<file path="src/design/gfp8_config.svh">
// GFP8 build parameters for lane, group, address, dimension, result and pipeline sizing
`ifndef GFP8_CONFIG_SVH
`define GFP8_CONFIG_SVH

// ==============================
// Native Vector geometry
// ==============================
// Signed 8-bit lanes in one mantissa line
`define GFP8_LANES 4
// Groups per Native Vector, each a line plus an exponent byte
`define GFP8_GROUPS 4

// ==============================
// Widths
// ==============================
`define GFP8_ADDR_W 9
`define GFP8_DIM_W 8
`define GFP8_MAN_W 32
`define GFP8_EXP_W 8

// ==============================
// Timing and alignment
// ==============================
`define GFP8_DOT_LAT 4
// Largest shift that keeps a mantissa, anything above flushes to zero
`define GFP8_ALIGN_MAX 31

`endif

</file>
<file path="src/design/gfp8_pkg.sv">
// GFP8 shared types and the block-floating align-and-add function
`default_nettype none
`include "gfp8_config.svh"

package gfp8_pkg;

    // Tile command, sampled on the start edge
    typedef struct packed {
        logic [`GFP8_DIM_W-1:0]  dim_b;
        logic [`GFP8_DIM_W-1:0]  dim_c;
        logic [`GFP8_DIM_W-1:0]  dim_v;
        logic [`GFP8_ADDR_W-1:0] left_base;
        logic [`GFP8_ADDR_W-1:0] right_base;
    } tile_cmd_t;

    // One side's read request, mantissa and exponent share the address
    typedef struct packed {
        logic                    en;
        logic [`GFP8_ADDR_W-1:0] addr;
    } rd_req_t;

    // Data returned one cycle after the request
    typedef struct packed {
        logic [`GFP8_LANES*8-1:0] man;
        logic [`GFP8_EXP_W-1:0]   exp;
    } rd_data_t;

    // One Native Vector, indexed by group
    typedef struct packed {
        logic [`GFP8_GROUPS-1:0][`GFP8_EXP_W-1:0]   exp;
        logic [`GFP8_GROUPS-1:0][`GFP8_LANES*8-1:0] man;
    } nv_buf_t;

    // Block-floating number
    typedef struct packed {
        logic signed [`GFP8_MAN_W-1:0] man;
        logic signed [`GFP8_EXP_W-1:0] exp;
    } gfp_num_t;

    // Align both terms to the larger exponent and add with 32-bit wrap
    function automatic gfp_num_t gfp_align_add(input gfp_num_t a, input gfp_num_t b);
        logic signed [`GFP8_EXP_W-1:0] max_exp;
        logic [`GFP8_EXP_W:0]          diff_a;
        logic [`GFP8_EXP_W:0]          diff_b;
        logic signed [`GFP8_MAN_W-1:0] man_a;
        logic signed [`GFP8_MAN_W-1:0] man_b;
        gfp_num_t                      res;
        if ($signed(a.exp) > $signed(b.exp)) begin
            max_exp = a.exp;
        end else begin
            max_exp = b.exp;
        end
        // Differences are sign extended to 9 bits, never negative
        diff_a = {max_exp[`GFP8_EXP_W-1], max_exp} - {a.exp[`GFP8_EXP_W-1], a.exp};
        diff_b = {max_exp[`GFP8_EXP_W-1], max_exp} - {b.exp[`GFP8_EXP_W-1], b.exp};
        if (diff_a > `GFP8_ALIGN_MAX) begin
            man_a = '0;
        end else begin
            man_a = a.man >>> diff_a;
        end
        if (diff_b > `GFP8_ALIGN_MAX) begin
            man_b = '0;
        end else begin
            man_b = b.man >>> diff_b;
        end
        res.man = man_a + man_b;
        res.exp = max_exp;
        return res;
    endfunction

endpackage

`default_nettype wire

</file>
<file path="src/design/v_accum.sv">
// V-loop aligning accumulator with registered result output
`timescale 1ns/10ps
`default_nettype none

module v_accum (
    input  wire logic               i_clk,
    input  wire logic               i_reset_n,
    input  wire logic               i_dot_valid,
    input  wire gfp8_pkg::gfp_num_t i_dot,
    input  wire logic               i_first_v,
    input  wire logic               i_last_v,
    output gfp8_pkg::gfp_num_t      o_result,
    output logic                    o_result_valid
);

    gfp8_pkg::gfp_num_t acc_sum;
    gfp8_pkg::gfp_num_t acc_next;

    // ==============================
    // Next running sum
    // ==============================
    always_comb begin
        if (i_first_v) begin
            // First Native Vector of an output pair loads directly
            acc_next = i_dot;
        end else begin
            acc_next = gfp8_pkg::gfp_align_add(acc_sum, i_dot);
        end
    end

    // Sum and result words
    always_ff @(posedge i_clk) begin
        if (i_dot_valid) begin
            acc_sum <= acc_next;
            if (i_last_v) begin
                o_result <= acc_next;
            end
        end
    end

    // Result valid is a single-cycle pulse after the last dot
    always_ff @(posedge i_clk or negedge i_reset_n) begin
        if (!i_reset_n) begin
            o_result_valid <= 1'b0;
        end else begin
            o_result_valid <= i_dot_valid & i_last_v;
        end
    end

endmodule

`default_nettype wire

</file>
<file path="config.mk">
export PLATFORM = sky130hd
export DESIGN_NAME = v_accum
export DESIGN_NICKNAME = d
export VERILOG_FILES = /design/src/design/gfp8_pkg.sv /design/src/design/v_accum.sv
export VERILOG_INCLUDE_DIRS = /design/src /design/src/design
export SDC_FILE = /design/constraint.sdc
export NUM_CORES = 1
export LEC_CHECK = 0
export BUFFER_PORTS_ARGS = -buffer_cell sky130_fd_sc_hd__buf_2
export CORE_UTILIZATION = 41
export DETAILED_ROUTE_END_ITERATION = 8
export PLACE_DENSITY_LB_ADDON = 0.12
export SYNTH_ARGS = -nofsm -noshare
export SYNTH_HDL_FRONTEND = slang
export SYNTH_SLANG_ARGS = --single-unit
</file>
<file path="constraint.sdc">
create_clock -name i_clk -period 9.9 [get_ports i_clk]
set_input_delay 0.99 -clock i_clk [delete_from_list [all_inputs] [get_ports i_clk]]
set_output_delay 0.99 -clock i_clk [all_outputs]
set_load 0.005 [all_outputs]
</file>
==> impl_results.md <==
* Status: completed
* DRT Pass-1 Iters at 5
* DP Area at 10600 um2
* Final Hold Violating Endpoints at 0
* Avg WL per Cell at 22.9 um
* CTS sink cnt at 81
* Final worst slack at 665 ps
* CP max stage cell: a2111oi_0
* I/O pin count at 86
* TNS Setup at 0 ps
* Pint at 1.28 mW
* Setup CP Type: primary input to flip-flop
* Post-synth EDFFs at 80
* Die X at 157 um
* Layout Cells excl Fill at 1526
* Ratio of total power to cell area at 246 nW/um2
* Hpwl dp at 26800 um
* Largest net degree at the start of global routing at 75
* Total power at 2.66 mW
* Nets at 1308
* Period utilisation layout at 0.933
* Final Setup Violations at 0
* CP Launch Type: primary input
* Clk_lat worst skew at 350 ps
* Max-slew headroom at 0.282
* Worst-path fanout max at 25
* Via count at 9542
* Synth Cell Area at 9830 um2
* Final Wtd Congestion at 0.947
* R2r setup slk at 1050 ps
* Slew @ Worst Pin at 1080 ps
* Seq pwr share at 0.175
* Crit end category: flip-flop
* Reg area at 2430 um2
* Vias in the first global route at 8535
* Post-CTS Setup Inserts at 0
* Syn_nets at 1275
* Post-CTS sizing at 0
* Primary FF master, synth: edfxtp_1
* Clk network pwr share at 0.123
* Area delta synth->final at 10.3%
* Die area at 24600 um2
* Fmax at 108 MHz
* Layout cells sized above 1 at 0.159
* Num CTS Buffers at 9
* Slowest cell delay on critical path at 940 ps
* Tmin final at 9240 ps
* Core Area at 23500 um2
* Pre-CTS WS at 561 ps
* Clock buffer depth at 2
* N_diodes at 0
* Global-route wire length before repair at 52000 um
* Hold_buf cts at 0
* Async set or reset register ratio after synthesis at 0.0123
* Initial antenna violation count at 0
* Mapped Cells at 1170
* Root buffer cell: clkbuf_16
* # DRC at 0
* Unrepaired setup endpoints after global routing: false
* Arr. time, crit path at 9330 ps
* Required @ worst endpoint at 9990 ps
* Net Sw Frac at 0.520
* Seq cells post-synth at 81
* Peak VDD IR at 0.000115 V
* Initial Util at 0.419
* Clock Pin Slew Worst Setup and Hold Paths at 70 ps
* Placed insts at 1511
* Library cells used by synthesis at 81
* Min-Delay Path Class: primary input to async pin
* Routed WL at 34900 um
* CTS tree: done
* Logic pwr share at 0.702
* Gr usage total at 0.284
* Worst Skew at 6.66 ps
* Final-report max-slew violation count at 0
* Post-DRT Antenna Nets at 0
* Leak pwr at 4.43 nW
* Top delay family on crit path: compound AO/OA/AOI/OAI gates
* Cell row count at 56
* H-tree depth at 3
* Ys Warns at 0
* Gr ovfl total at 0
* Starting DRT DRC Count at 1015
* Sw Pwr at 1.38 mW
* Max Cap Viol at 0
* Area of the multi-input gates at 6980 um2
* Die Y at 157 um
* Vias per cell at 6.25
* Port buffer count at 85
* Mean Syn Cell Area at 8.40 um2
* Seq/Total Area, Yosys at 0.247
* Crit path buffers/inverters at 3
* Final instance area at 10800 um2
* Filler Cells Inserted at 2376
==> per-layer routing <==
metal  GRT usage  vias up  routed length, um
met5           0        -                  0
met3      0.0385       59               2510
met4      0.0962        0               1020
met1       0.414     4538              16100
li1            -     4546                  -
met2       0.428      399              15200
==> stage by stage <==
| stage | hold WS, ps | util |
|---|---|---|
| after floorplan | 666 | - |
| final | 397 | 0.462 |
| after CTS | 394 | 0.462 |
| after global placement | 742 | 0.450 |
| after global routing | 401 | 0.462 |
| after detailed placement | 759 | 0.450 |
==> synthesized netlist by cell type, drive strengths merged, types with 8 or more instances <==
master	instances	area, um2
nand4	11	68.8
o211ai	14	110
a31oi	18	113
nor3	25	141
o31ai	8	60.1
a211oi	35	263
xnor2	16	140
a311oi	13	114
o21ai	103	519
xor2	11	96.3
nand2	108	405
a21boi	8	63.8
nand2b	12	75.1
o21a	19	143
and3	9	56.3
nor2b	8	50.1
a21o	16	120
mux2i	107	1070
buf	26	119
inv	31	116
clkbuf	66	248
nor2	83	314
mux2	14	158
mux4	22	495
a21oi	115	583
or2	9	56.3
edfxtp	80	2400
ha	57	713
nand3	32	160
==> cells in the final DEF, fill, tap and decap left out, types with 16 or more instances in the layout <==
master	count
a211oi_1	34
a21o_1	16
a21oi_1	113
a31oi_1	18
buf_2	85
buf_4	29
edfxtp_1	80
ha_1	55
inv_1	31
mux2i_1	107
mux4_2	22
nand2_1	108
nand3_1	32
nor2_1	80
nor3_1	23
o21a_1	19
o21ai_0	85
o21ai_1	17
==> registers in the layout, summed over array words and instances (netlist names) <==
name and count:
o_result_valid 1, o_result 40, acc_sum 40
==> cell type report <==
class,instances,area share
flip-flops and latches,81,0.224
well taps,319,0.0368
inverters,32,0.0111
clock inverters,6,0.00416
repair buffers,114,0.0593
multi-input cells,965,0.644
clock buffers,9,0.0208
==> worst reg2reg max path, delay by kind of cell, from the launching register on <==
kind	cells	cell delay (ps)
compound gates	26	6140
fa+ha+maj	4	1430
flops	1	470
simple gates	2	310
buf+inv	1	280
==> power groups by stage <==
stage | sequential (mW) | clock, mW | combinational, mW
after detailed placement | 0.472 | 0 | 1.83
after CTS | 0.464 | 0.331 | 1.83
after global routing | 0.469 | 0.340 | 2.02
after floorplan | 0.455 | 0 | 1.35
after global placement | 0.471 | 0 | 1.83
final | 0.466 | 0.326 | 1.87
==> kinds of logic after synthesis <==
| logic type | after synthesis | synth area share |
|---|---|---|
| xor+xnor | 27 | 0.0241 |
| buf+inv | 124 | 0.0495 |
| flops | 81 | 0.247 |
| mux | 143 | 0.175 |
| compound gates | 420 | 0.277 |
| fa+ha+maj | 60 | 0.0787 |
| simple gates | 315 | 0.148 |
==> final timing paths <==
kind	depth (start not counted)	to	start
setup / recovery	35	o_result[39]	i_dot[1]
hold / removal	1	o_result_valid	i_reset_n
setup reg to reg	33	o_result[39]	acc_sum[1]
hold reg to reg	2	acc_sum[2]	acc_sum[2]
max in group asynchronous	1	o_result_valid	i_reset_n
min in group i_clk	2	acc_sum[2]	acc_sum[2]
Power figures use the tool's default switching activity.
