### src/design/gfp8_config.svh
// GFP8 build parameters for lane, group, address, dimension, result and pipeline sizing
`ifndef GFP8_CONFIG_SVH
`define GFP8_CONFIG_SVH

// ==============================
// Native Vector geometry
// ==============================
// Signed 8-bit lanes in one mantissa line
`define GFP8_LANES 4
// Groups per Native Vector, each a line plus an exponent byte
`define GFP8_GROUPS 4

// ==============================
// Widths
// ==============================
`define GFP8_ADDR_W 9
`define GFP8_DIM_W 8
`define GFP8_MAN_W 32
`define GFP8_EXP_W 8

// ==============================
// Timing and alignment
// ==============================
`define GFP8_DOT_LAT 4
// Largest shift that keeps a mantissa, anything above flushes to zero
`define GFP8_ALIGN_MAX 31

`endif

### src/design/gfp8_pkg.sv
// GFP8 shared types and the block-floating align-and-add function
`default_nettype none
`include "gfp8_config.svh"

package gfp8_pkg;

    // Tile command, sampled on the start edge
    typedef struct packed {
        logic [`GFP8_DIM_W-1:0]  dim_b;
        logic [`GFP8_DIM_W-1:0]  dim_c;
        logic [`GFP8_DIM_W-1:0]  dim_v;
        logic [`GFP8_ADDR_W-1:0] left_base;
        logic [`GFP8_ADDR_W-1:0] right_base;
    } tile_cmd_t;

    // One side's read request, mantissa and exponent share the address
    typedef struct packed {
        logic                    en;
        logic [`GFP8_ADDR_W-1:0] addr;
    } rd_req_t;

    // Data returned one cycle after the request
    typedef struct packed {
        logic [`GFP8_LANES*8-1:0] man;
        logic [`GFP8_EXP_W-1:0]   exp;
    } rd_data_t;

    // One Native Vector, indexed by group
    typedef struct packed {
        logic [`GFP8_GROUPS-1:0][`GFP8_EXP_W-1:0]   exp;
        logic [`GFP8_GROUPS-1:0][`GFP8_LANES*8-1:0] man;
    } nv_buf_t;

    // Block-floating number
    typedef struct packed {
        logic signed [`GFP8_MAN_W-1:0] man;
        logic signed [`GFP8_EXP_W-1:0] exp;
    } gfp_num_t;

    // Align both terms to the larger exponent and add with 32-bit wrap
    function automatic gfp_num_t gfp_align_add(input gfp_num_t a, input gfp_num_t b);
        logic signed [`GFP8_EXP_W-1:0] max_exp;
        logic [`GFP8_EXP_W:0]          diff_a;
        logic [`GFP8_EXP_W:0]          diff_b;
        logic signed [`GFP8_MAN_W-1:0] man_a;
        logic signed [`GFP8_MAN_W-1:0] man_b;
        gfp_num_t                      res;
        if ($signed(a.exp) > $signed(b.exp)) begin
            max_exp = a.exp;
        end else begin
            max_exp = b.exp;
        end
        // Differences are sign extended to 9 bits, never negative
        diff_a = {max_exp[`GFP8_EXP_W-1], max_exp} - {a.exp[`GFP8_EXP_W-1], a.exp};
        diff_b = {max_exp[`GFP8_EXP_W-1], max_exp} - {b.exp[`GFP8_EXP_W-1], b.exp};
        if (diff_a > `GFP8_ALIGN_MAX) begin
            man_a = '0;
        end else begin
            man_a = a.man >>> diff_a;
        end
        if (diff_b > `GFP8_ALIGN_MAX) begin
            man_b = '0;
        end else begin
            man_b = b.man >>> diff_b;
        end
        res.man = man_a + man_b;
        res.exp = max_exp;
        return res;
    endfunction

endpackage

`default_nettype wire

### src/design/nv_fill.sv
// Five-cycle group fill of the left and right Native Vector buffers
`timescale 1ns/10ps
`default_nettype none
`include "gfp8_config.svh"

module nv_fill (
    input  wire logic                   i_clk,
    input  wire logic                   i_reset_n,
    input  wire logic                   i_fill_start,
    input  wire logic [`GFP8_ADDR_W-1:0] i_left_line,
    input  wire logic [`GFP8_ADDR_W-1:0] i_right_line,
    output gfp8_pkg::rd_req_t           o_left_rd,
    output gfp8_pkg::rd_req_t           o_right_rd,
    input  wire gfp8_pkg::rd_data_t     i_left_rd,
    input  wire gfp8_pkg::rd_data_t     i_right_rd,
    output gfp8_pkg::nv_buf_t           o_left_nv,
    output gfp8_pkg::nv_buf_t           o_right_nv,
    output logic                        o_fill_done
);

    logic       busy;
    logic [2:0] grp_cnt;
    logic [1:0] issue_grp;
    logic       issue_en;
    logic [1:0] cap_grp;

    // Group 0 goes out in the start cycle, groups 1 to 3 follow from the counter
    assign issue_en  = i_fill_start | (busy & ~grp_cnt[2]);
    assign issue_grp = i_fill_start ? 2'd0 : grp_cnt[1:0];
    // Returned data belongs to the group issued one cycle earlier
    assign cap_grp   = grp_cnt[1:0] - 2'd1;

    assign o_left_rd.en    = issue_en;
    assign o_left_rd.addr  = i_left_line + {{(`GFP8_ADDR_W-2){1'b0}}, issue_grp};
    assign o_right_rd.en   = issue_en;
    assign o_right_rd.addr = i_right_line + {{(`GFP8_ADDR_W-2){1'b0}}, issue_grp};

    // ==============================
    // Group counter
    // ==============================
    always_ff @(posedge i_clk or negedge i_reset_n) begin
        if (!i_reset_n) begin
            busy        <= 1'b0;
            grp_cnt     <= '0;
            o_fill_done <= 1'b0;
        end else begin
            o_fill_done <= 1'b0;
            if (i_fill_start) begin
                busy    <= 1'b1;
                grp_cnt <= 3'd1;
            end else if (busy) begin
                grp_cnt <= grp_cnt + 3'd1;
                // Group 3 lands now, both buffers complete next cycle
                if (grp_cnt == 3'd4) begin
                    busy        <= 1'b0;
                    o_fill_done <= 1'b1;
                end
            end
        end
    end

    // Buffers hold until the next fill writes over them
    always_ff @(posedge i_clk) begin
        if (busy) begin
            o_left_nv.man[cap_grp]  <= i_left_rd.man;
            o_left_nv.exp[cap_grp]  <= i_left_rd.exp;
            o_right_nv.man[cap_grp] <= i_right_rd.man;
            o_right_nv.exp[cap_grp] <= i_right_rd.exp;
        end
    end

endmodule

`default_nettype wire

### config.mk
export PLATFORM = sky130hd
export DESIGN_NAME = nv_fill
export DESIGN_NICKNAME = d
export VERILOG_FILES = /design/src/design/gfp8_pkg.sv /design/src/design/nv_fill.sv
export VERILOG_INCLUDE_DIRS = /design/src /design/src/design
export SDC_FILE = /design/constraint.sdc
export NUM_CORES = 1
export LEC_CHECK = 0
export BUFFER_PORTS_ARGS = -buffer_cell sky130_fd_sc_hd__buf_2
export CORE_MARGIN = 2
export CORE_UTILIZATION = 25
export CTS_CLUSTER_DIAMETER = 50
export DETAILED_ROUTE_END_ITERATION = 10
export GPL_ROUTABILITY_DRIVEN = 0
export SYNTH_ARGS = -nofsm -noshare
export SYNTH_HDL_FRONTEND = slang
export SYNTH_SLANG_ARGS = --single-unit
### constraint.sdc
create_clock -name i_clk -period 8.57 [get_ports i_clk]
set_input_delay 0.857 -clock i_clk [delete_from_list [all_inputs] [get_ports i_clk]]
set_output_delay 0.857 -clock i_clk [all_outputs]
set_load 0.02 [all_outputs]
==> reports/qor.txt, run 1 <==
Critical Path RT - 7.71 ns
Worst setup EP type - output port
Vias per cell - 3.91
Clock Tree Buf Depth - 3
Post-Syn Nets - 506
Fillers - 3844
Antenna violations before repair - 0
Setup TNS - 0 ns
PD cells - 300 nW/um^2
CP Buf/Inv Count - 2
Setup violators final - 0
VDD IR max - 0.171 mV
Syn avg cell area - 25.9 um^2
Cell mode on critical path - buf_2
Crit-path leading delay family - simple AND/OR/NAND/NOR gates
Antenna fix cells - 0
Fraction of layout cells with a size suffix above 1 - 56.3%
Slowest-stage cell, CP - nor2b_1
Max Cap Viol - 0
Vias in the first global route - 5577
Worst skew pair latency - 0.53 ns
Worst setup skew after layout - 0.00755 ns
Status - finished, final reports clean
Critical Path Stages - 8
RR Endpoint - o_left_nv[122]
Synth top area cells - edfxtp_1 94%, dfrtp_1 1.2%, xnor2_1 1.2%
Hold/Removal Path Class - primary input to asynchronous set/reset pin
Yosys top cell by area - edfxtp_1
EDFF count, synth - 320
Post-CTS setup buffers - 0
FMAX - 0.303 GHz
Post-CTS resize count - 0
Period Utilization, post-route - 38.5%
Setup CP Type - primary input to output port
# clock sinks - 325
Count of cell types in the netlist - 21
Die width - 207 um
Pleak - 5.67 nW
Critical path, cell by cell - buf_2 > nor2b_1 > xor2_1 > ha_1 > a21o_1 > nand4_1 > xnor2_1 > buf_2
Synth top area share - 93.6%
Hold buffer count at CTS - 0
Final ANT Viol Nets - 0
Max-slew violations - 0
Yosys reg bits - 325
Final wirelength - 24500 um
Slew @ Worst Pin - 0.709 ns
HPWL Detailed - 16800 um
Clock Tree Root - clkbuf_16
Final Util - 35.4%
I/O Buffers - 441
RSZ-0062 raised after global routing - no
R2R setup slack - 6.17 ns
Dpl ws - 5.24 ns
Largest net degree at the start of global routing - 46
Chip height - 207 um
First-pass DRT Iterations - 4
Yosys warns - 0
Area growth syn-to-layout - 40.3%
Total die area - 42700 um^2
Post-synth top flop - edfxtp_1
FF-to-FF Start - grp_cnt[0]
IO Pins - 442
Number of CTS-inserted buffers - 36
FFs w/ async S/R, synth - 1.54%
Crit path DAT - 2.44 ns
Commonest cells in the netlist - 320 x edfxtp_1, 14 x xnor2_1, 9 x ha_1
Post-synthesis instance total - 396
R2R cell count - 4
Worst Path Max Fanout - 8
Critical path launch point type - primary input
Post-Syn Area - 10300 um^2
Htree depth - 2
First-pass GRT wire length - 33100 um
Final worst setup slack - 5.27 ns
Core area - 40600 um^2
Slew margin rel. - 52.7%
Via count - 5597
Most common cell in the netlist - edfxtp_1
Drt wl/cell - 17.1 um
GR Util All Layers - 10.4%
Min cycle time layout - 3.30 ns
Reg clk slew, reported paths - 0.05 ns
Grt total ovfl - 0
Crit-path max cell delay - 0.45 ns
DR DRC count - 0
Rows - 74
Final Hold Vio Count - 0
Post-synthesis sequential area ratio - 94.8%
DR iter-0 viols - 256
Final nets - 983
Initial Utilization - 25.3%
TritonCTS clock tree - done
cell type report:
class	count	area (um^2)	share of cell area (%)
repair buffers	445	2240	15.5
clock inverters	24	320	2.22
flip-flops and latches	325	9730	67.6
well taps	532	666	4.62
inverters	3	11.3	0.0782
multi-input cells	62	494	3.43
clock buffers	42	945	6.56
state kept, by name (all words and copies together) (netlist names):
name,cells
o_left_nv,160
o_right_nv,160
grp_cnt,3
busy,1
o_fill_done,1
metal layers:
layer	vias to the layer above	global-route usage, %	part of all wire (%)
li1	2532	-	-
met1	2736	11.4	36
met2	280	18.3	52
met3	49	3.52	9.0
met4	0	4.69	2.8
met5	-	0	0
worst max path at each step:
| stage | startpoint | slack (ns) | endpoint |
|---|---|---|---|
| final | i_fill_start | 5.27 | o_left_rd[8] |
| after global routing | grp_cnt[1] | 5.03 | o_right_rd[6] |
| after CTS | grp_cnt[1] | 5.18 | o_left_rd[8] |
| after detailed placement | i_fill_start | 5.24 | o_left_rd[8] |
| after global placement | i_fill_start | 5.26 | o_right_rd[8] |
| after floorplan | grp_cnt[0] | 5.56 | o_left_nv[100] |
logic make-up (layout without fill, tap and decap cells):
| logic type | Yosys count | after routing | share of synthesized area (%) |
|---|---|---|---|
| simple gates | 28 | 28 | 1.47 |
| xor+xnor | 18 | 18 | 1.54 |
| flops | 325 | 325 | 94.8 |
| compound gates | 4 | 4 | 0.292 |
| fa+ha+maj | 11 | 11 | 1.32 |
| mux | 1 | 1 | 0.0975 |
| buf+inv | 9 | 514 | 0.475 |
placed cells by master (no fill, tap or decap), drive strengths merged, types with 3 or more instances in the layout:
cell and instances:
a21o 4, ha 9, nand2 4, nor2 3, dfrtp 5, xor2 4
xnor2 14, clkinv 11, inv 7, and2 6, nand3 6, nand4 4
buf 445, clkbuf 42, edfxtp 320, bufinv 7
stage by stage:
step	power, mW	std cells	cell area, um^2	hold WS [ns]
6_report	4.33	1433	14400	0.144
5_1_grt	4.49	1433	14400	0.124
4_1_cts	4.39	1433	14400	0.111
3_5_place_dp	2.76	1367	13100	0.562
3_3_place_gp	2.75	1367	13100	0.567
2_1_floorplan	2.47	396	10300	0.535
where the power goes:
| part | internal, mW | switching, mW |
|---|---|---|
| Clock | 1.01 | 0.607 |
| Combinational | 0.163 | 0.497 |
| Sequential | 2.00 | 0.0481 |
Power figures use the tool's default switching activity.
==> run 2: changes to the inputs <==
- ABC_AREA: default -> 1
- clock period: 8.57 -> 3.3 ns (I/O delays scaled with it)
==> run 2 against run 1 <==
Compared with the run above: sequential power rose to 2.6 times the previous value; global-route usage increased by 1.5 points; worst setup slack got worse by 4.4 ns; non-clock buffer count is 1 higher; critical path type is now register to output port; critical endpoint is now o_right_rd[8].
==> reports/qor.txt, run 2 <==
IO Pins - 442
Yosys reg bits - 325
Most common cell in the netlist - edfxtp_1
PD cells - 736 nW/um^2
Dpl ws - 1.23 ns
Antenna violations before repair - 2
Yosys warns - 0
Commonest cells in the netlist - 320 x edfxtp_1, 46 x nand2_1, 27 x inv_1
Number of CTS-inserted buffers - 36
Post-Syn Area - 10400 um^2
Htree depth - 2
Rows - 74
Hold buffer count at CTS - 1
Post-CTS resize count - 0
FMAX - 0.404 GHz
Worst setup EP type - output port
Area growth syn-to-layout - 39.4%
Critical path, cell by cell - inv_1 > nor2_1 > ha_1 > ha_1 > inv_1 > nand2_2 > nand2_2 > nor2_1 > nand2_1 > nand2_1 > buf_2
Post-route cell area - 14500 um^2
First-pass GRT wire length - 38700 um
Post-synth top flop - edfxtp_1
DR iter-0 viols - 384
HPWL Detailed - 19100 um
FFs w/ async S/R, synth - 1.54%
Fillers - 3864
First-pass DRT Iterations - 6
Final worst setup slack - 0.825 ns
EDFF count, synth - 320
Chip height - 208 um
Vias per cell - 4.04
Vias in the first global route - 6000
Count of cell types in the netlist - 21
Crit-path max cell delay - 0.41 ns
Post-synthesis instance total - 454
Drt wl/cell - 18.1 um
Largest net degree at the start of global routing - 45
Hold/Removal Path Class - primary input to register
Slew margin rel. - 56.3%
Worst Path Max Fanout - 5
DR DRC count - 0
Max-slew violations - 0
Synth top area cells - edfxtp_1 92%, nand2_1 1.7%, dfrtp_1 1.2%
Yosys top cell by area - edfxtp_1
Initial Utilization - 25.4%
Placed inst area - 13400 um^2
Reg clk slew, reported paths - 0.06 ns
RSZ-0062 raised after global routing - no
Post-synthesis sequential area ratio - 93.4%
Final nets - 1046
Min cycle time layout - 2.47 ns
Syn avg cell area - 22.9 um^2
Core area - 41000 um^2
Final Hold Vio Count - 0
Period Utilization, post-route - 75.0%
Final wirelength - 26900 um
Fraction of layout cells with a size suffix above 1 - 53.3%
# clock sinks - 325
Pleak - 5.81 nW
Setup violators final - 0
Synth top area share - 92.2%
Worst skew pair latency - 0.51 ns
Critical path launch point type - register
Slew @ Worst Pin - 0.655 ns
Clock Tree Buf Depth - 3
Critical Path RT - 2.97 ns
Commonest non-fill, non-tap cell in the layout - buf_2
Die width - 208 um
VDD IR max - 0.260 mV
Commonest non-fill, non-tap cells in the layout - 441 x buf_2, 320 x edfxtp_1, 46 x nand2_1
Crit path DAT - 2.14 ns
TritonCTS clock tree - done
Setup CP Type - register to output port
Post-Syn Nets - 564
Clock Tree Root - clkbuf_16
Slowest-stage cell, CP - dfrtp_1
Antenna fix cells - 0
Final ANT Viol Nets - 0
Total die area - 43300 um^2
Setup TNS - 0 ns
Max Cap Viol - 0
Worst setup skew after layout - 0.0122 ns
Status - finished, final reports clean
Post-CTS setup buffers - 0
Via count - 6020
I/O Buffers - 441
GR Util All Layers - 11.9%
Grt total ovfl - 0
run 2: changes by cell type after synthesis, moves of 3 or more:
cell / before / now
a21o_1: 4 / 0
and2_1: 6 / 0
clkbuf_1: 3 / 0
inv_1: 3 / 27
nand2_1: 4 / 46
nand2_2: 0 / 5
nor2_1: 3 / 8
xnor2_1: 14 / 2
run 2: final timing paths:
path                          startpoint               to  slack, ns  cells after the start
hold / removal             i_right_rd[7]  o_right_nv[135]       0.04                      1
hold reg to reg               grp_cnt[2]             busy       0.51                      1
min in group asynchronous      i_reset_n       grp_cnt[0]       0.17                      2
max in group asynchronous      i_reset_n             busy       2.98                      2
setup reg to reg              grp_cnt[1]  o_right_nv[101]       1.25                      5
setup / recovery              grp_cnt[0]    o_right_rd[8]       0.83                     11
run 2: routing by layer:
| layer | track usage (%) | wire [um] | vias to the layer above |
|---|---|---|---|
| met2 | 19.7 | 12900 | 335 |
| met5 | 0 | 27 | - |
| li1 | - | - | 2703 |
| met1 | 14.0 | 10600 | 2932 |
| met4 | 4.47 | 629 | 4 |
| met3 | 4.83 | 2710 | 46 |
run 2: cells by family (layout without fill, tap and decap cells):
group           count (synthesis)  after routing  synth area share, %
xor+xnor                        4              4                0.336
compound gates                  9              9                0.661
buf+inv                        30            534                 1.15
simple gates                   77             77                 3.33
fa+ha+maj                       9              9                 1.08
flops                         325            325                 93.4
run 2: power breakdown:
part	internal [mW]	switching [mW]	total [mW]	leakage [nW]
combinational	0.396	1.20	1.60	2.19
clock	2.29	1.54	3.83	0.562
sequential	5.13	0.122	5.25	3.06
run 2: worst max-delay path, delay by kind of cell, from the launching register on:
family / cells / cell delay, ns
fa+ha+maj: 2 / 0.36
simple gates: 6 / 0.56
flops: 1 / 0.41
buf+inv: 3 / 0.29
run 2: through the flow:
| step | instances | hold slack [ns] | utilization, % | power [mW] |
|---|---|---|---|---|
| floorplan | 454 | 0.0344 | - | 6.23 |
| global placement | 1429 | 0.161 | 32.6 | 6.96 |
| detailed placement | 1429 | 0.163 | 32.6 | 6.98 |
| CTS | 1490 | 0.000604 | 35.4 | 10.8 |
| global route | 1490 | 0.00677 | 35.4 | 11.1 |
| finish | 1490 | 0.0388 | 35.4 | 10.7 |
run 2: cell type report:
cell class              count  area, um^2  area share [%]
clock inverters            20         208            1.43
flip-flops and latches    325        9730            67.0
multi-input cells          99         563            3.88
well taps                 532         666            4.58
repair buffers            446        2300            15.8
clock buffers              40         937            6.45
inverters                  28         115           0.793
==> run 3: changes to the inputs <==
- clock period: 3.3 -> 2 ns (I/O delays scaled with it)
==> run 3 against run 2 <==
Compared with the run above: the flow now finishes with violations (setup timing); highest routed layer is now met4; wire length increased by 3.2%; clock skew increased by 0.010 ns; count of clock-buffer cells in the layout increased by 2.
==> reports/qor.txt, run 3 (synthesis gave the netlist of run 2 again) <==
Max Cap Viol - 0
First-pass GRT wire length - 39900 um
Hold EP - o_right_nv[109]
Via count - 6397
Dpl ws - 0.170 ns
Fraction of layout cells with a size suffix above 1 - 53.3%
Final wirelength - 27800 um
R2R cell count - 6
Commonest non-fill, non-tap cells in the layout - 431 x buf_2, 320 x edfxtp_1, 82 x dlygate4sd3_1
DR DRC count - 0
Antenna fix cells - 0
Htree depth - 2
RR Endpoint - o_right_nv[3]
Worst setup skew after layout - 0.0224 ns
Period Utilization, post-route - 108%
I/O Buffers - 441
M3 GR Usage - 4.59%
Vias in the first global route - 6557
DR iter-0 viols - 362
Rows - 74
GR Util All Layers - 12.3%
GR peak layer - met2
Failing checks - setup timing
Crit path DAT - 1.96 ns
Grt total ovfl - 0
IO Pins - 442
Die width - 208 um
Chip height - 208 um
Core area - 41000 um^2
Fin cells - 1595
Hold path startpoint - i_right_rd[21]
Reg clk slew, reported paths - 0.06 ns
Crit-path max cell delay - 0.36 ns
Largest net degree at the start of global routing - 47
VDD IR max - 0.677 mV
First-pass DRT Iterations - 4
Antenna violations before repair - 1
Final Hold Vio Count - 0
Critical path launch point type - register
Global Route met1 Usage - 13.3%
HPWL Detailed - 19200 um
Worst Path Max Fanout - 4
Clock Tree Buf Depth - 3
Vias per cell - 4.01
PD cells - 1130 nW/um^2
Slew @ Worst Pin - 0.411 ns
Slowest-stage cell, CP - dfrtp_1
Drt wl/cell - 17.4 um
TritonCTS clock tree - done
FMAX - 0.463 GHz
# clock sinks - 325
Commonest non-fill, non-tap cell in the layout - buf_2
Final nets - 1148
Clock Tree Root - clkbuf_16
Slew margin rel. - 72.5%
Initial Utilization - 25.4%
Worst skew pair latency - 0.54 ns
RSZ-0062 raised after global routing - yes
Critical path, cell by cell - inv_2 > nor2_4 > ha_4 > ha_4 > inv_2 > nand2_4 > nand2_4 > nor2_2 > nand2_1 > nand2_1 > buf_6
Status - complete, but fails checks
Setup CP Type - register to output port
Setup violators final - 13
Total die area - 43300 um^2
Worst setup EP type - output port
Hold/Removal Path Class - primary input to register
Number of CTS-inserted buffers - 37
Pwr Total - 17.8 mW
Critical Path RT - 1.80 ns
Max-slew violations - 0
DP Cell Count - 1440
R2R setup slack - 0.17 ns
Hold path depth - 1
Final worst setup slack - -0.160 ns
GRT met2 Usage - 21.4%
Area growth syn-to-layout - 50.9%
Min cycle time layout - 2.16 ns
Final ANT Viol Nets - 0
Final Util - 38.3%
FF-to-FF Start - grp_cnt[1]
Pleak - 6.27 nW
run 3: how the worst max path moves through the flow:
stage / start / to / slack [ns] / cells after the start
global placement: grp_cnt[0] / o_right_rd[8] / 0.19 / 11
floorplan: grp_cnt[1] / o_left_nv[100] / -0.28 / 4
global route: grp_cnt[0] / o_right_rd[8] / -0.26 / 11
CTS: grp_cnt[0] / o_left_rd[8] / -0.16 / 10
finish: grp_cnt[0] / o_left_rd[8] / -0.16 / 11
detailed placement: grp_cnt[0] / o_left_rd[8] / 0.17 / 11
run 3: metal layers:
metal | vias to the layer above | part of all wire (%)
met5 | - | 0
met4 | 0 | 2.7
met3 | 44 | 9.2
met2 | 339 | 51
met1 | 3104 | 37
li1 | 2910 | -
run 3: final cells by class:
cell class              count  area [um^2]
clock buffers              42          945
clock inverters            22          171
fillers                  3761        25300
inverters                  28          120
multi-input cells          99          731
flip-flops and latches    325         9740
well taps                 532          666
repair buffers            547         3350
run 3: stage by stage:
step / area, um^2 / hold slack [ns] / setup TNS [ns]
2_1_floorplan: 10500 / -0.0956 / -86.18
6_report: 15700 / 0.0181 / -1.16
5_1_grt: 15700 / 0.0319 / -2.68
4_1_cts: 15600 / 0.0153 / -0.938
3_5_place_dp: 13500 / 0.0288 / 0
3_3_place_gp: 13500 / 0.0215 / 0
run 3: worst max-delay path, delay by kind of cell, from the launching register on:
family | cells | cell delay, ns
buf+inv | 3 | 0.22
flops | 1 | 0.36
simple gates | 6 | 0.55
fa+ha+maj | 2 | 0.31
run 3: repair_timing:
action | 4_1_cts | 5_1_grt
gates resized for setup | 15 | 38
setup endpoints to repair | 18 | 16
hold endpoints to repair | 322 | 0
hold buffers | 82 | 0
setup buffers | 6 | 3
pin swaps | 2 | 22
run 3: where the power goes:
part,internal [mW],switching (mW)
registers,8.46,0.196
logic,0.918,2.09
clock network,3.56,2.60
