`src/design/gfp8_config.svh`:
```
// GFP8 build parameters for lane, group, address, dimension, result and pipeline sizing
`ifndef GFP8_CONFIG_SVH
`define GFP8_CONFIG_SVH

// ==============================
// Native Vector geometry
// ==============================
// Signed 8-bit lanes in one mantissa line
`define GFP8_LANES 4
// Groups per Native Vector, each a line plus an exponent byte
`define GFP8_GROUPS 4

// ==============================
// Widths
// ==============================
`define GFP8_ADDR_W 9
`define GFP8_DIM_W 8
`define GFP8_MAN_W 32
`define GFP8_EXP_W 8

// ==============================
// Timing and alignment
// ==============================
`define GFP8_DOT_LAT 4
// Largest shift that keeps a mantissa, anything above flushes to zero
`define GFP8_ALIGN_MAX 31

`endif

```
`src/design/gfp8_pkg.sv`:
```
// GFP8 shared types and the block-floating align-and-add function
`default_nettype none
`include "gfp8_config.svh"

package gfp8_pkg;

    // Tile command, sampled on the start edge
    typedef struct packed {
        logic [`GFP8_DIM_W-1:0]  dim_b;
        logic [`GFP8_DIM_W-1:0]  dim_c;
        logic [`GFP8_DIM_W-1:0]  dim_v;
        logic [`GFP8_ADDR_W-1:0] left_base;
        logic [`GFP8_ADDR_W-1:0] right_base;
    } tile_cmd_t;

    // One side's read request, mantissa and exponent share the address
    typedef struct packed {
        logic                    en;
        logic [`GFP8_ADDR_W-1:0] addr;
    } rd_req_t;

    // Data returned one cycle after the request
    typedef struct packed {
        logic [`GFP8_LANES*8-1:0] man;
        logic [`GFP8_EXP_W-1:0]   exp;
    } rd_data_t;

    // One Native Vector, indexed by group
    typedef struct packed {
        logic [`GFP8_GROUPS-1:0][`GFP8_EXP_W-1:0]   exp;
        logic [`GFP8_GROUPS-1:0][`GFP8_LANES*8-1:0] man;
    } nv_buf_t;

    // Block-floating number
    typedef struct packed {
        logic signed [`GFP8_MAN_W-1:0] man;
        logic signed [`GFP8_EXP_W-1:0] exp;
    } gfp_num_t;

    // Align both terms to the larger exponent and add with 32-bit wrap
    function automatic gfp_num_t gfp_align_add(input gfp_num_t a, input gfp_num_t b);
        logic signed [`GFP8_EXP_W-1:0] max_exp;
        logic [`GFP8_EXP_W:0]          diff_a;
        logic [`GFP8_EXP_W:0]          diff_b;
        logic signed [`GFP8_MAN_W-1:0] man_a;
        logic signed [`GFP8_MAN_W-1:0] man_b;
        gfp_num_t                      res;
        if ($signed(a.exp) > $signed(b.exp)) begin
            max_exp = a.exp;
        end else begin
            max_exp = b.exp;
        end
        // Differences are sign extended to 9 bits, never negative
        diff_a = {max_exp[`GFP8_EXP_W-1], max_exp} - {a.exp[`GFP8_EXP_W-1], a.exp};
        diff_b = {max_exp[`GFP8_EXP_W-1], max_exp} - {b.exp[`GFP8_EXP_W-1], b.exp};
        if (diff_a > `GFP8_ALIGN_MAX) begin
            man_a = '0;
        end else begin
            man_a = a.man >>> diff_a;
        end
        if (diff_b > `GFP8_ALIGN_MAX) begin
            man_b = '0;
        end else begin
            man_b = b.man >>> diff_b;
        end
        res.man = man_a + man_b;
        res.exp = max_exp;
        return res;
    endfunction

endpackage

`default_nettype wire

```
`src/design/bcv_sequencer.sv`:
```
// B/C/V loop sequencer with tile start edge, command capture, control FSM and line addresses
`timescale 1ns/10ps
`default_nettype none
`include "gfp8_config.svh"

module bcv_sequencer (
    input  wire logic                      i_clk,
    input  wire logic                      i_reset_n,
    input  wire logic                      i_tile_en,
    input  wire gfp8_pkg::tile_cmd_t       i_tile_cmd,
    input  wire logic                      i_fill_done,
    input  wire logic                      i_dot_valid,
    output logic                           o_fill_start,
    output logic [`GFP8_ADDR_W-1:0]        o_left_line,
    output logic [`GFP8_ADDR_W-1:0]        o_right_line,
    output logic                           o_first_v,
    output logic                           o_last_v,
    output logic                           o_tile_done
);

    typedef enum logic [2:0] {
        ST_IDLE,
        ST_FILL,
        ST_COMPUTE,
        ST_RETURN,
        ST_DONE
    } seq_state_t;

    seq_state_t state;
    seq_state_t state_next;

    gfp8_pkg::tile_cmd_t      cmd;
    logic                     tile_en_q;
    logic                     tile_start;
    logic                     last_bc;
    logic [`GFP8_DIM_W-1:0]   b_idx;
    logic [`GFP8_DIM_W-1:0]   c_idx;
    logic [`GFP8_DIM_W-1:0]   v_idx;
    logic [2*`GFP8_DIM_W-1:0] left_off;
    logic [2*`GFP8_DIM_W-1:0] right_off;
    logic [`GFP8_ADDR_W-3:0]  left_nv_idx;
    logic [`GFP8_ADDR_W-3:0]  right_nv_idx;

    // ==============================
    // Start edge and loop status
    // ==============================
    // Only a fresh rising edge while idle starts a tile
    assign tile_start = i_tile_en & ~tile_en_q & (state == ST_IDLE);

    assign o_first_v = (v_idx == '0);
    assign o_last_v  = (v_idx == cmd.dim_v - 1'b1);
    // Last output pair of the tile, c runs fastest
    assign last_bc   = (c_idx == cmd.dim_c - 1'b1) && (b_idx == cmd.dim_b - 1'b1);

    // ==============================
    // Control FSM
    // ==============================
    always_comb begin
        state_next = state;
        case (state)
            ST_IDLE: begin
                if (tile_start) begin
                    state_next = ST_FILL;
                end
            end
            ST_FILL: begin
                if (i_fill_done) begin
                    state_next = ST_COMPUTE;
                end
            end
            // Accumulator takes the dot result in the same cycle as its valid
            ST_COMPUTE: begin
                if (i_dot_valid) begin
                    state_next = o_last_v ? ST_RETURN : ST_FILL;
                end
            end
            ST_RETURN: begin
                state_next = last_bc ? ST_DONE : ST_FILL;
            end
            ST_DONE: begin
                state_next = ST_IDLE;
            end
            default: begin
                state_next = ST_IDLE;
            end
        endcase
    end

    always_ff @(posedge i_clk or negedge i_reset_n) begin
        if (!i_reset_n) begin
            state        <= ST_IDLE;
            tile_en_q    <= 1'b0;
            o_fill_start <= 1'b0;
            cmd          <= '0;
            b_idx        <= '0;
            c_idx        <= '0;
            v_idx        <= '0;
        end else begin
            state     <= state_next;
            tile_en_q <= i_tile_en;
            // One pulse on every entry into the fill state
            o_fill_start <= (state_next == ST_FILL) && (state != ST_FILL);
            if (tile_start) begin
                cmd   <= i_tile_cmd;
                b_idx <= '0;
                c_idx <= '0;
                v_idx <= '0;
            end
            // Next Native Vector of the same output pair
            if (state == ST_COMPUTE && i_dot_valid && !o_last_v) begin
                v_idx <= v_idx + 1'b1;
            end
            // Step to the next (b,c) pair
            if (state == ST_RETURN && !last_bc) begin
                v_idx <= '0;
                if (c_idx == cmd.dim_c - 1'b1) begin
                    c_idx <= '0;
                    b_idx <= b_idx + 1'b1;
                end else begin
                    c_idx <= c_idx + 1'b1;
                end
            end
        end
    end

    assign o_tile_done = (state == ST_DONE);

    // ==============================
    // Line addresses
    // ==============================
    // Native Vector index is base/4 + row*V + v, kept modulo the line space
    assign left_off     = b_idx * cmd.dim_v + {{`GFP8_DIM_W{1'b0}}, v_idx};
    assign right_off    = c_idx * cmd.dim_v + {{`GFP8_DIM_W{1'b0}}, v_idx};
    assign left_nv_idx  = cmd.left_base[`GFP8_ADDR_W-1:2] + left_off[`GFP8_ADDR_W-3:0];
    assign right_nv_idx = cmd.right_base[`GFP8_ADDR_W-1:2] + right_off[`GFP8_ADDR_W-3:0];

    // Group 0 line, nv_fill adds the group number
    assign o_left_line  = {left_nv_idx, 2'b00};
    assign o_right_line = {right_nv_idx, 2'b00};

endmodule

`default_nettype wire

```
`config.mk`:
```
export PLATFORM = sky130hd
export DESIGN_NAME = bcv_sequencer
export DESIGN_NICKNAME = d
export VERILOG_FILES = /design/src/design/gfp8_pkg.sv /design/src/design/bcv_sequencer.sv
export VERILOG_INCLUDE_DIRS = /design/src /design/src/design
export SDC_FILE = /design/constraint.sdc
export NUM_CORES = 1
export LEC_CHECK = 0
export ABC_CLOCK_PERIOD_IN_PS = 4400
export BUFFER_PORTS_ARGS = -buffer_cell sky130_fd_sc_hd__buf_2
export CAP_MARGIN = 10
export CORE_ASPECT_RATIO = 0.5
export CORE_UTILIZATION = 60
export CTS_BUF_LIST = sky130_fd_sc_hd__clkbuf_16
export CTS_CLUSTER_DIAMETER = 150
export DETAILED_ROUTE_END_ITERATION = 8
export PLACE_DENSITY_LB_ADDON = 0.08
export SKIP_LAST_GASP = 1
export SLEW_MARGIN = 5
export SYNTH_ARGS = -nofsm -noshare
export SYNTH_HDL_FRONTEND = slang
export SYNTH_SLANG_ARGS = --single-unit
export TNS_END_PERCENT = 1
```
`constraint.sdc`:
```
create_clock -name i_clk -period 4.4 [get_ports i_clk]
set_input_delay 0 -clock i_clk [delete_from_list [all_inputs] [get_ports i_clk]]
set_output_delay 0 -clock i_clk [all_outputs]
set_load 0.05 [all_outputs]
```
==> impl_table.tex, run 1 <==
\begin{tabular}{lr}
\hline
Metric & Value \\
\hline
\multicolumn{2}{l}{\textbf{Outcome}} \\
\quad Result of the run & complete, no violations \\
\multicolumn{2}{l}{\textbf{Worst setup path}} \\
\quad CP max stage cell & fa\_1 \\
\quad Start-to-end type of the worst setup path & reg2out \\
\quad CP arrival & 4.25 ns \\
\quad Critical-path cell list & buf\_4 > and2\_1 > fa\_1 > inv\_1 > fa\_1 > inv\_1 > fa\_1 > fa\_1 > xnor2\_2 > xnor2\_2 > xnor2\_2 > xnor2\_1 > xnor2\_1 > buf\_4 \\
\quad CP max stage delay & 0.49 ns \\
\quad CP endpoint kind & output pin \\
\quad Required time reported for the critical path endpoint & 4.40 ns \\
\quad Maximum fanout along the worst path & 18 \\
\quad Most used cell, CP & fa\_1 \\
\quad Startpoint Class & flip-flop \\
\multicolumn{2}{l}{\textbf{Placed design}} \\
\quad Cell area reported after detailed placement & 6100 sq um \\
\quad DP Wirelength & 9.30 mm \\
\quad Buffers added on ports & 60 \\
\quad Placed instance count & 802 \\
\quad Routability congestion estimate from global placement & 0.867 \\
\multicolumn{2}{l}{\textbf{Timing}} \\
\quad Period Utilization, post-route & 0.966 \\
\quad Final-layout worst hold slack & 0.120 ns \\
\quad Highest clock rate & 235 MHz \\
\quad Clock Skews & 0.00703 ns \\
\quad Number of endpoints failing setup at the final stage & 0 \\
\quad Worst slew pin tran & 0.933 ns \\
\quad Tmin final & 4.25 ns \\
\quad RSZ-0062 raised after global routing & yes \\
\quad Relative slew slack & 0.378 \\
\quad Total count of hold-check failures in the final report & 0 \\
\quad Total count of max-transition violations in the final report & 0 \\
\multicolumn{2}{l}{\textbf{Pwr}} \\
\quad Pwr Total & 5.04 mW \\
\quad Total power density per cell area & 736 nW/um\^{}2 \\
\quad Leak pwr & 3.37 nW \\
\quad Worst IR Drop VDD & 0.000363 V \\
\multicolumn{2}{l}{\textbf{Final layout}} \\
\quad Post-route cell area & 6850 sq um \\
\quad Area growth, synth to finish & 19.5\% \\
\quad Fraction of final layout cells with drive strength greater than 1 & 0.151 \\
\quad Area taken by multi-input logic gates & 3690 sq um \\
\quad Flip-flop and latch area & 1680 sq um \\
\quad Antenna diode instance count & 0 \\
\quad Layout Nets & 854 \\
\quad Utilization after layout & 0.763 \\
\quad Final-layout fill cell count & 646 \\
\quad Number of cells in the finished layout apart from fillers & 860 \\
\multicolumn{2}{l}{\textbf{Clock network}} \\
\quad Register clock-pin slew on the reported worst setup and hold paths & 0.06 ns \\
\quad CTS tree & yes \\
\quad Clock Sink Count & 67 \\
\quad Deepest clock path buffer count & 2 \\
\quad Clock Tree Root & clkbuf\_16 \\
\quad H-Tree Level Count & 3 \\
\quad Clock latency at the later pin of the worst-skew pair & 0.34 ns \\
\quad Post-CTS Setup Inserts & 0 \\
\quad Clock buffers created by TritonCTS & 9 \\
\multicolumn{2}{l}{\textbf{Floorplanning}} \\
\quad DIE AREA & 9970 sq um \\
\quad Area of the core region & 8980 sq um \\
\quad Effective utilization at floorplan & 0.639 \\
\quad Vertical extent of the die & 71.1 um \\
\quad Die width & 140 um \\
\quad \# rows & 24 \\
\quad Number of placed I/O pins & 69 \\
\multicolumn{2}{l}{\textbf{Logic synthesis}} \\
\quad Most frequently used cell type in the post-synthesis netlist & nand2\_1 \\
\quad Synthesized flop and latch total & 67 \\
\quad Sequential-to-total area share from yosys stat & 0.292 \\
\quad Number of flops mapped to enable cells by yosys & 0 \\
\quad Cells taking the most area after synthesis & dfrtp\_1 (29\%), fa\_1 (13\%), nand2\_1 (8.9\%) \\
\quad Unique masters post-synth & 64 \\
\quad Yosys top cell by area & dfrtp\_1 \\
\quad Most used standard cells in the synthesized netlist & nand2\_1 (136), dfrtp\_1 (67), inv\_1 (59), xnor2\_1 (44), fa\_1 (36) \\
\quad Count of mapped cells out of synthesis & 651 \\
\quad Fraction of registers with async set or reset after synthesis & 1.00 \\
\quad Proportion of netlist area held by the largest area contributor & 0.292 \\
\quad Yosys Warn Count & 0 \\
\quad Total standard cell area after synthesis & 5730 sq um \\
\quad Most instantiated flip-flop cell in the synthesis netlist & dfrtp\_1 \\
\quad Mean Syn Cell Area & 8.81 sq um \\
\multicolumn{2}{l}{\textbf{Routing}} \\
\quad Iter 0 DRT Violations & 369 \\
\quad Final WL & 13.6 mm \\
\quad Avg WL per Cell & 15.8 um \\
\quad Number of vias after detailed routing & 4,721 \\
\quad Number of remaining DRC errors & 0 \\
\quad Vias per cell & 5.49 \\
\quad Post-detailed-route count of antenna-violating nets & 0 \\
\quad Pre-Repair DR Iteration Count & 4 \\
\multicolumn{2}{l}{\textbf{Global route}} \\
\quad Number of antenna violations at the first check in global routing & 0 \\
\quad Pin count of the biggest net entering global routing & 68 \\
\quad Total global routing overflow & 0 \\
\quad Wire length of the first global-routing pass & 22.9 mm \\
\quad Global Route Usage Sum & 0.298 \\
\quad Vias in the first global route & 4,741 \\
\multicolumn{2}{l}{\textbf{Run}} \\
\quad Max-cap check violation count & 0 \\
\multicolumn{2}{l}{\textbf{Hold path}} \\
\quad Classification of the worst-slack hold path & in2reg \\
\hline
\end{tabular}
-- layer usage --
metal	track usage	share of wire	vias to the layer above	wire, um
met5	0	0	-	0
li1	-	-	2277	-
met3	0.0582	0.055	18	754
met2	0.496	0.47	154	6420
met1	0.405	0.46	2272	6280
met4	0.0806	0.012	0	167
-- final timing paths --
path                            slack, ns               to        start  depth (start not counted)
max in group asynchronous            3.36          cmd[21]    i_reset_n                          3
min in group asynchronous            0.38         b_idx[7]    i_reset_n                          3
worst max register to register       0.94         state[1]      cmd[19]                         11
worst min register to register       0.50          cmd[25]      cmd[25]                          2
worst min-delay path                 0.12         state[0]  i_dot_valid                          5
worst max-delay path                 0.15  o_right_line[8]      cmd[18]                         14
-- power breakdown --
| group | switching, mW | internal, mW | leakage, nW | total [mW] |
|---|---|---|---|---|
| Combinational | 2.00 | 1.13 | 2.36 | 3.12 |
| Sequential | 0.352 | 0.838 | 0.862 | 1.19 |
| Clock | 0.293 | 0.438 | 0.149 | 0.730 |
| Total | 2.64 | 2.40 | 3.37 | 5.04 |
-- stage by stage --
step | TNS [ns] | worst slack [ns]
2_1_floorplan | 0 | 0.168
3_3_place_gp | 0 | 0.432
3_5_place_dp | 0 | 0.387
4_1_cts | 0 | 0.0211
5_1_grt | -0.0162 | -0.0162
6_report | 0 | 0.150
-- final cells by class --
class                      count  share of cell area
inverter                      60              0.0329
sequential                    67               0.245
clock buffer                   9              0.0329
timing repair buffer         114               0.119
multi-input combinational    486               0.538
clock inverter                 7              0.0100
tap                          117              0.0214
-- worst max-delay path: cells and delay by family (launching register included) --
kind	cells	cell delay, ns
buffers and inverters	4	0.53
DFF	1	0.37
xor gates and xnor gates	5	0.86
and+or+nand+nor	1	0.19
adders and majority gates	4	1.95
-- layout by cell type, fill, tap and decap left out, types with 19 or more instances in the layout --
master / netlist / final
xor2_1: 20 / 20
inv_1: 59 / 60
nand2_1: 136 / 136
and2_1: 35 / 35
dlygate4sd3_1: 0 / 42
nor2_1: 19 / 19
ha_1: 33 / 33
fa_1: 36 / 36
buf_2: 3 / 58
xnor2_1: 44 / 41
dfrtp_1: 67 / 64
-- timing repair --
item	CTS	global route
resized for setup	0	11
setup endpoints to repair	0	2
hold endpoints to repair	107	0
hold buffers	42	0
-- flip-flops by register name (all words and copies together), names as in the netlist --
register      flops
o_fill_start      1
b_idx             8
state             3
v_idx             8
c_idx             8
cmd              38
tile_en_q         1
-- kinds of logic (layout without fill, tap and decap cells) --
| family | count (synthesis) | in the layout | synth area share |
|---|---|---|---|
| xor gates and xnor gates | 65 | 65 | 0.102 |
| AOI/OAI and AO/OA | 81 | 81 | 0.105 |
| buffers and inverters | 101 | 190 | 0.0711 |
| muxes | 6 | 6 | 0.0109 |
| other | 1 | 4 | 0.000654 |
| and+or+nand+nor | 261 | 261 | 0.220 |
| adders and majority gates | 69 | 69 | 0.198 |
| DFF | 67 | 67 | 0.292 |
No activity file was read; power rests on OpenSTA's default activity.
==> run 2: changes to the inputs <==
==> constraint.sdc (replaced) <==
create_clock -name i_clk -period 4.4 [get_ports i_clk]
set_input_delay 0.22 -clock i_clk [delete_from_list [all_inputs] [get_ports i_clk]]
set_output_delay 0.22 -clock i_clk [all_outputs]
set_load 0.05 [all_outputs]
==> run 2 against run 1 <==
Net effect:
- register-to-register slack better by 0.39 ns
- combinational power up 6%
- clock power up 6.4%
- cell area down 2.5%
- maximum frequency down 2.5%
- total power up 4.0%
- largest power group unchanged
- sequential share of layout area up 0.64 points
- first-iteration DRC count up 1.4%
- global-route usage down 0.68 points
- die area unchanged
- highest routed layer unchanged
- critical endpoint unchanged
- clock skew down 0.0032 ns
==> impl_table.tex, run 2 (same netlist as run 1, synthesis figures left out) <==
\begin{tabular}{lr}
\hline
Metric & Value \\
\hline
\multicolumn{2}{l}{\textbf{Timing}} \\
\quad Total count of hold-check failures in the final report & 0 (unchanged) \\
\quad RSZ-0062 raised after global routing & yes \\
\quad Tmin final & 4.36 ns (+0.109 ns) \\
\quad Relative slew slack & 0.378 (+0.000434) \\
\quad Worst slew pin tran & 0.933 ns (-0.000650 ns) \\
\quad Sum of negative setup slack & 0 ns (unchanged) \\
\quad Total count of max-transition violations in the final report & 0 (unchanged) \\
\quad Min setup slack post-route & 0.0408 ns (-0.109 ns) \\
\quad Highest clock rate & 229 MHz (-2.5\%) \\
\quad Number of endpoints failing setup at the final stage & 0 (unchanged) \\
\quad Clock Skews & 0.00379 ns (-0.00325 ns) \\
\quad Period Utilization, post-route & 0.991 (+0.0247) \\
\quad Final-layout worst hold slack & 0.0151 ns (-0.105 ns) \\
\multicolumn{2}{l}{\textbf{Routing}} \\
\quad Avg WL per Cell & 15.9 um (+0.21\%) \\
\quad Number of vias after detailed routing & 4,632 (-1.9\%) \\
\quad Length of routed wiring on met1 & 6.07 mm (-3.2\%) \\
\quad Final WL & 13.3 mm (-2.6\%) \\
\quad Post-detailed-route count of antenna-violating nets & 0 (unchanged) \\
\quad Wire length on met3 & 983 um (+30\%) \\
\quad Number of remaining DRC errors & 0 (unchanged) \\
\quad Detailed-routed wire length on met2 & 6.02 mm (-6.3\%) \\
\quad Top layer in use & met4 \\
\quad Iter 0 DRT Violations & 374 (+1.4\%) \\
\quad Vias per cell & 5.54 (+0.93\%) \\
\quad Pre-Repair DR Iteration Count & 5 (+1) \\
\multicolumn{2}{l}{\textbf{Clock network}} \\
\quad CTS tree & yes \\
\quad Register clock-pin slew on the reported worst setup and hold paths & 0.06 ns (about the same) \\
\quad Deepest clock path buffer count & 2 (unchanged) \\
\quad Clock Sink Count & 67 (unchanged) \\
\quad Clock latency at the later pin of the worst-skew pair & 0.34 ns (about the same) \\
\quad H-Tree Level Count & 3 (unchanged) \\
\quad Clock buffers created by TritonCTS & 9 (unchanged) \\
\quad Clock Tree Root & clkbuf\_16 \\
\quad Number of hold-repair buffers added at the cts stage & 0 (-100\%) \\
\multicolumn{2}{l}{\textbf{Global route}} \\
\quad Number of antenna violations at the first check in global routing & 0 (unchanged) \\
\quad Vias in the first global route & 4,572 (-3.6\%) \\
\quad Wire length of the first global-routing pass & 22.3 mm (-2.5\%) \\
\quad Total global routing overflow & 0 (unchanged) \\
\quad Global Route Usage Sum & 0.292 (-0.00682) \\
\quad Pin count of the biggest net entering global routing & 68 (unchanged) \\
\multicolumn{2}{l}{\textbf{Pwr}} \\
\quad Total power density per cell area & 786 nW/um\^{}2 (+6.7\%) \\
\quad Leak pwr & 3.30 nW (-2.2\%) \\
\quad Worst IR Drop VDD & 0.000406 V (+12\%) \\
\multicolumn{2}{l}{\textbf{Placed design}} \\
\quad Buffers added on ports & 60 (unchanged) \\
\quad DP Worst Slack & 0.244 ns (-0.143 ns) \\
\quad Cell area reported after detailed placement & 6170 sq um (+1.1\%) \\
\quad DP Wirelength & 9.49 mm (+2.0\%) \\
\quad Placed instance count & 810 (+1.0\%) \\
\quad Routability congestion estimate from global placement & 0.888 (+2.5\%) \\
\multicolumn{2}{l}{\textbf{Final layout}} \\
\quad Antenna diode instance count & 0 (unchanged) \\
\quad Most common cell after layout, fill and taps aside & nand2\_1 \\
\quad Number of cells in the finished layout apart from fillers & 836 (-2.8\%) \\
\quad Fraction of final layout cells with drive strength greater than 1 & 0.206 (+0.0551) \\
\quad Layout Nets & 831 (-2.7\%) \\
\quad Final-layout fill cell count & 658 (+1.9\%) \\
\quad Max reg flops & 38 (unchanged) \\
\quad Most frequent cells in the layout & nand2\_1 (136), dfrtp\_1 (63), buf\_2 (58), inv\_1 (55), xnor2\_1 (40) \\
\quad Area taken by multi-input logic gates & 3750 sq um (+1.7\%) \\
\quad Area growth, synth to finish & 16.5\% \\
\quad Post-route cell area & 6680 sq um (-2.5\%) \\
\quad Flip-flop and latch area & 1680 sq um (about the same) \\
\quad Top register by number of flip-flops & cmd \\
\multicolumn{2}{l}{\textbf{Worst setup path}} \\
\quad Startpoint Class & flip-flop \\
\quad CP endpoint kind & output pin \\
\quad Start-to-end type of the worst setup path & reg2out \\
\quad CP max stage delay & 0.55 ns (+0.06 ns) \\
\quad CP arrival & 4.14 ns (-0.11 ns) \\
\quad Maximum fanout along the worst path & 5 (-13) \\
\quad Reg2reg setup slack & 1.33 ns (+0.39 ns) \\
\quad Critical-path cell list & buf\_6 > and2\_4 > fa\_1 > fa\_1 > ha\_1 > inv\_2 > fa\_2 > inv\_1 > ha\_1 > a21o\_1 > a21oi\_2 > xnor2\_1 > xnor2\_1 > buf\_4 \\
\quad Required time reported for the critical path endpoint & 4.18 ns (-0.22 ns) \\
\quad CP max stage cell & fa\_1 \\
\multicolumn{2}{l}{\textbf{Floorplanning}} \\
\quad Vertical extent of the die & 71.1 um (unchanged) \\
\quad Die width & 140 um (unchanged) \\
\quad DIE AREA & 9970 sq um (unchanged) \\
\quad Area of the core region & 8980 sq um (unchanged) \\
\quad Number of placed I/O pins & 69 (unchanged) \\
\quad \# rows & 24 (unchanged) \\
\quad Effective utilization at floorplan & 0.639 (unchanged) \\
\multicolumn{2}{l}{\textbf{Outcome}} \\
\quad Result of the run & complete, no violations \\
\multicolumn{2}{l}{\textbf{Run}} \\
\quad Max-cap check violation count & 0 (unchanged) \\
\multicolumn{2}{l}{\textbf{Hold path}} \\
\quad Classification of the worst-slack hold path & in2reg \\
\hline
\end{tabular}
run 2: cell types whose count changed in the layout (fill, tap and decap cells not counted), sizes merged:
| cell | previous run | this run |
|---|---|---|
| inv | 62 | 61 |
| clkinv | 4 | 2 |
| clkinvlp | 0 | 1 |
| dlygate4sd3 | 42 | 0 |
| bufinv | 1 | 2 |
| buf | 72 | 91 |
run 2: cell type report:
class | instances | share of cell area
Tap cell | 117 | 0.0219
Multi-Input combinational cell | 486 | 0.561
Clock inverter | 6 | 0.0135
Clock buffer | 9 | 0.0337
Inverter | 60 | 0.0337
Sequential cell | 67 | 0.252
Timing Repair Buffer | 91 | 0.0841
run 2: repair_timing:
| item | 4_1_cts | 5_1_grt |
|---|---|---|
| buffers inserted | 1 | 10 |
| pin swaps | 1 | 30 |
| gates resized for setup | 7 | 21 |
| endpoints found under the setup margin | 2 | 2 |
run 2: critical path: cells and delay by family, from the launching register on:
family	cells	cell delay (ns)
buf+inv	4	0.43
compound gates	2	0.38
fa+ha+maj	5	2.11
flops	1	0.45
xor+xnor	2	0.28
simple gates	1	0.13
run 2: metrics by stage:
stage	util	power, mW
finish	0.744	5.25
global route	0.744	5.65
CTS	0.725	5.07
detailed placement	0.687	4.22
global placement	0.687	4.11
floorplan	-	3.56
run 2: per-layer routing:
layer	GRT usage	vias up
met4	0.0586	0
met3	0.0840	22
met2	0.472	156
li1	-	2236
met5	0	-
met1	0.395	2218
run 2: where the power goes:
group / leakage (nW) / switching, mW / internal, mW / total (mW)
clock network: 0.152 / 0.283 / 0.495 / 0.777
registers: 0.861 / 0.327 / 0.841 / 1.17
logic: 2.28 / 2.05 / 1.25 / 3.30
total: 3.30 / 2.66 / 2.59 / 5.25
run 2: final timing paths:
path | startpoint | to | cells past startpoint
hold reg to reg | cmd[25] | cmd[25] | 2
setup / recovery | cmd[18] | o_right_line[8] | 14
max in group asynchronous | i_reset_n | cmd[18] | 2
min in group asynchronous | i_reset_n | o_fill_start | 2
hold / removal | i_tile_en | tile_en_q | 1
setup reg to reg | cmd[26] | b_idx[3] | 9
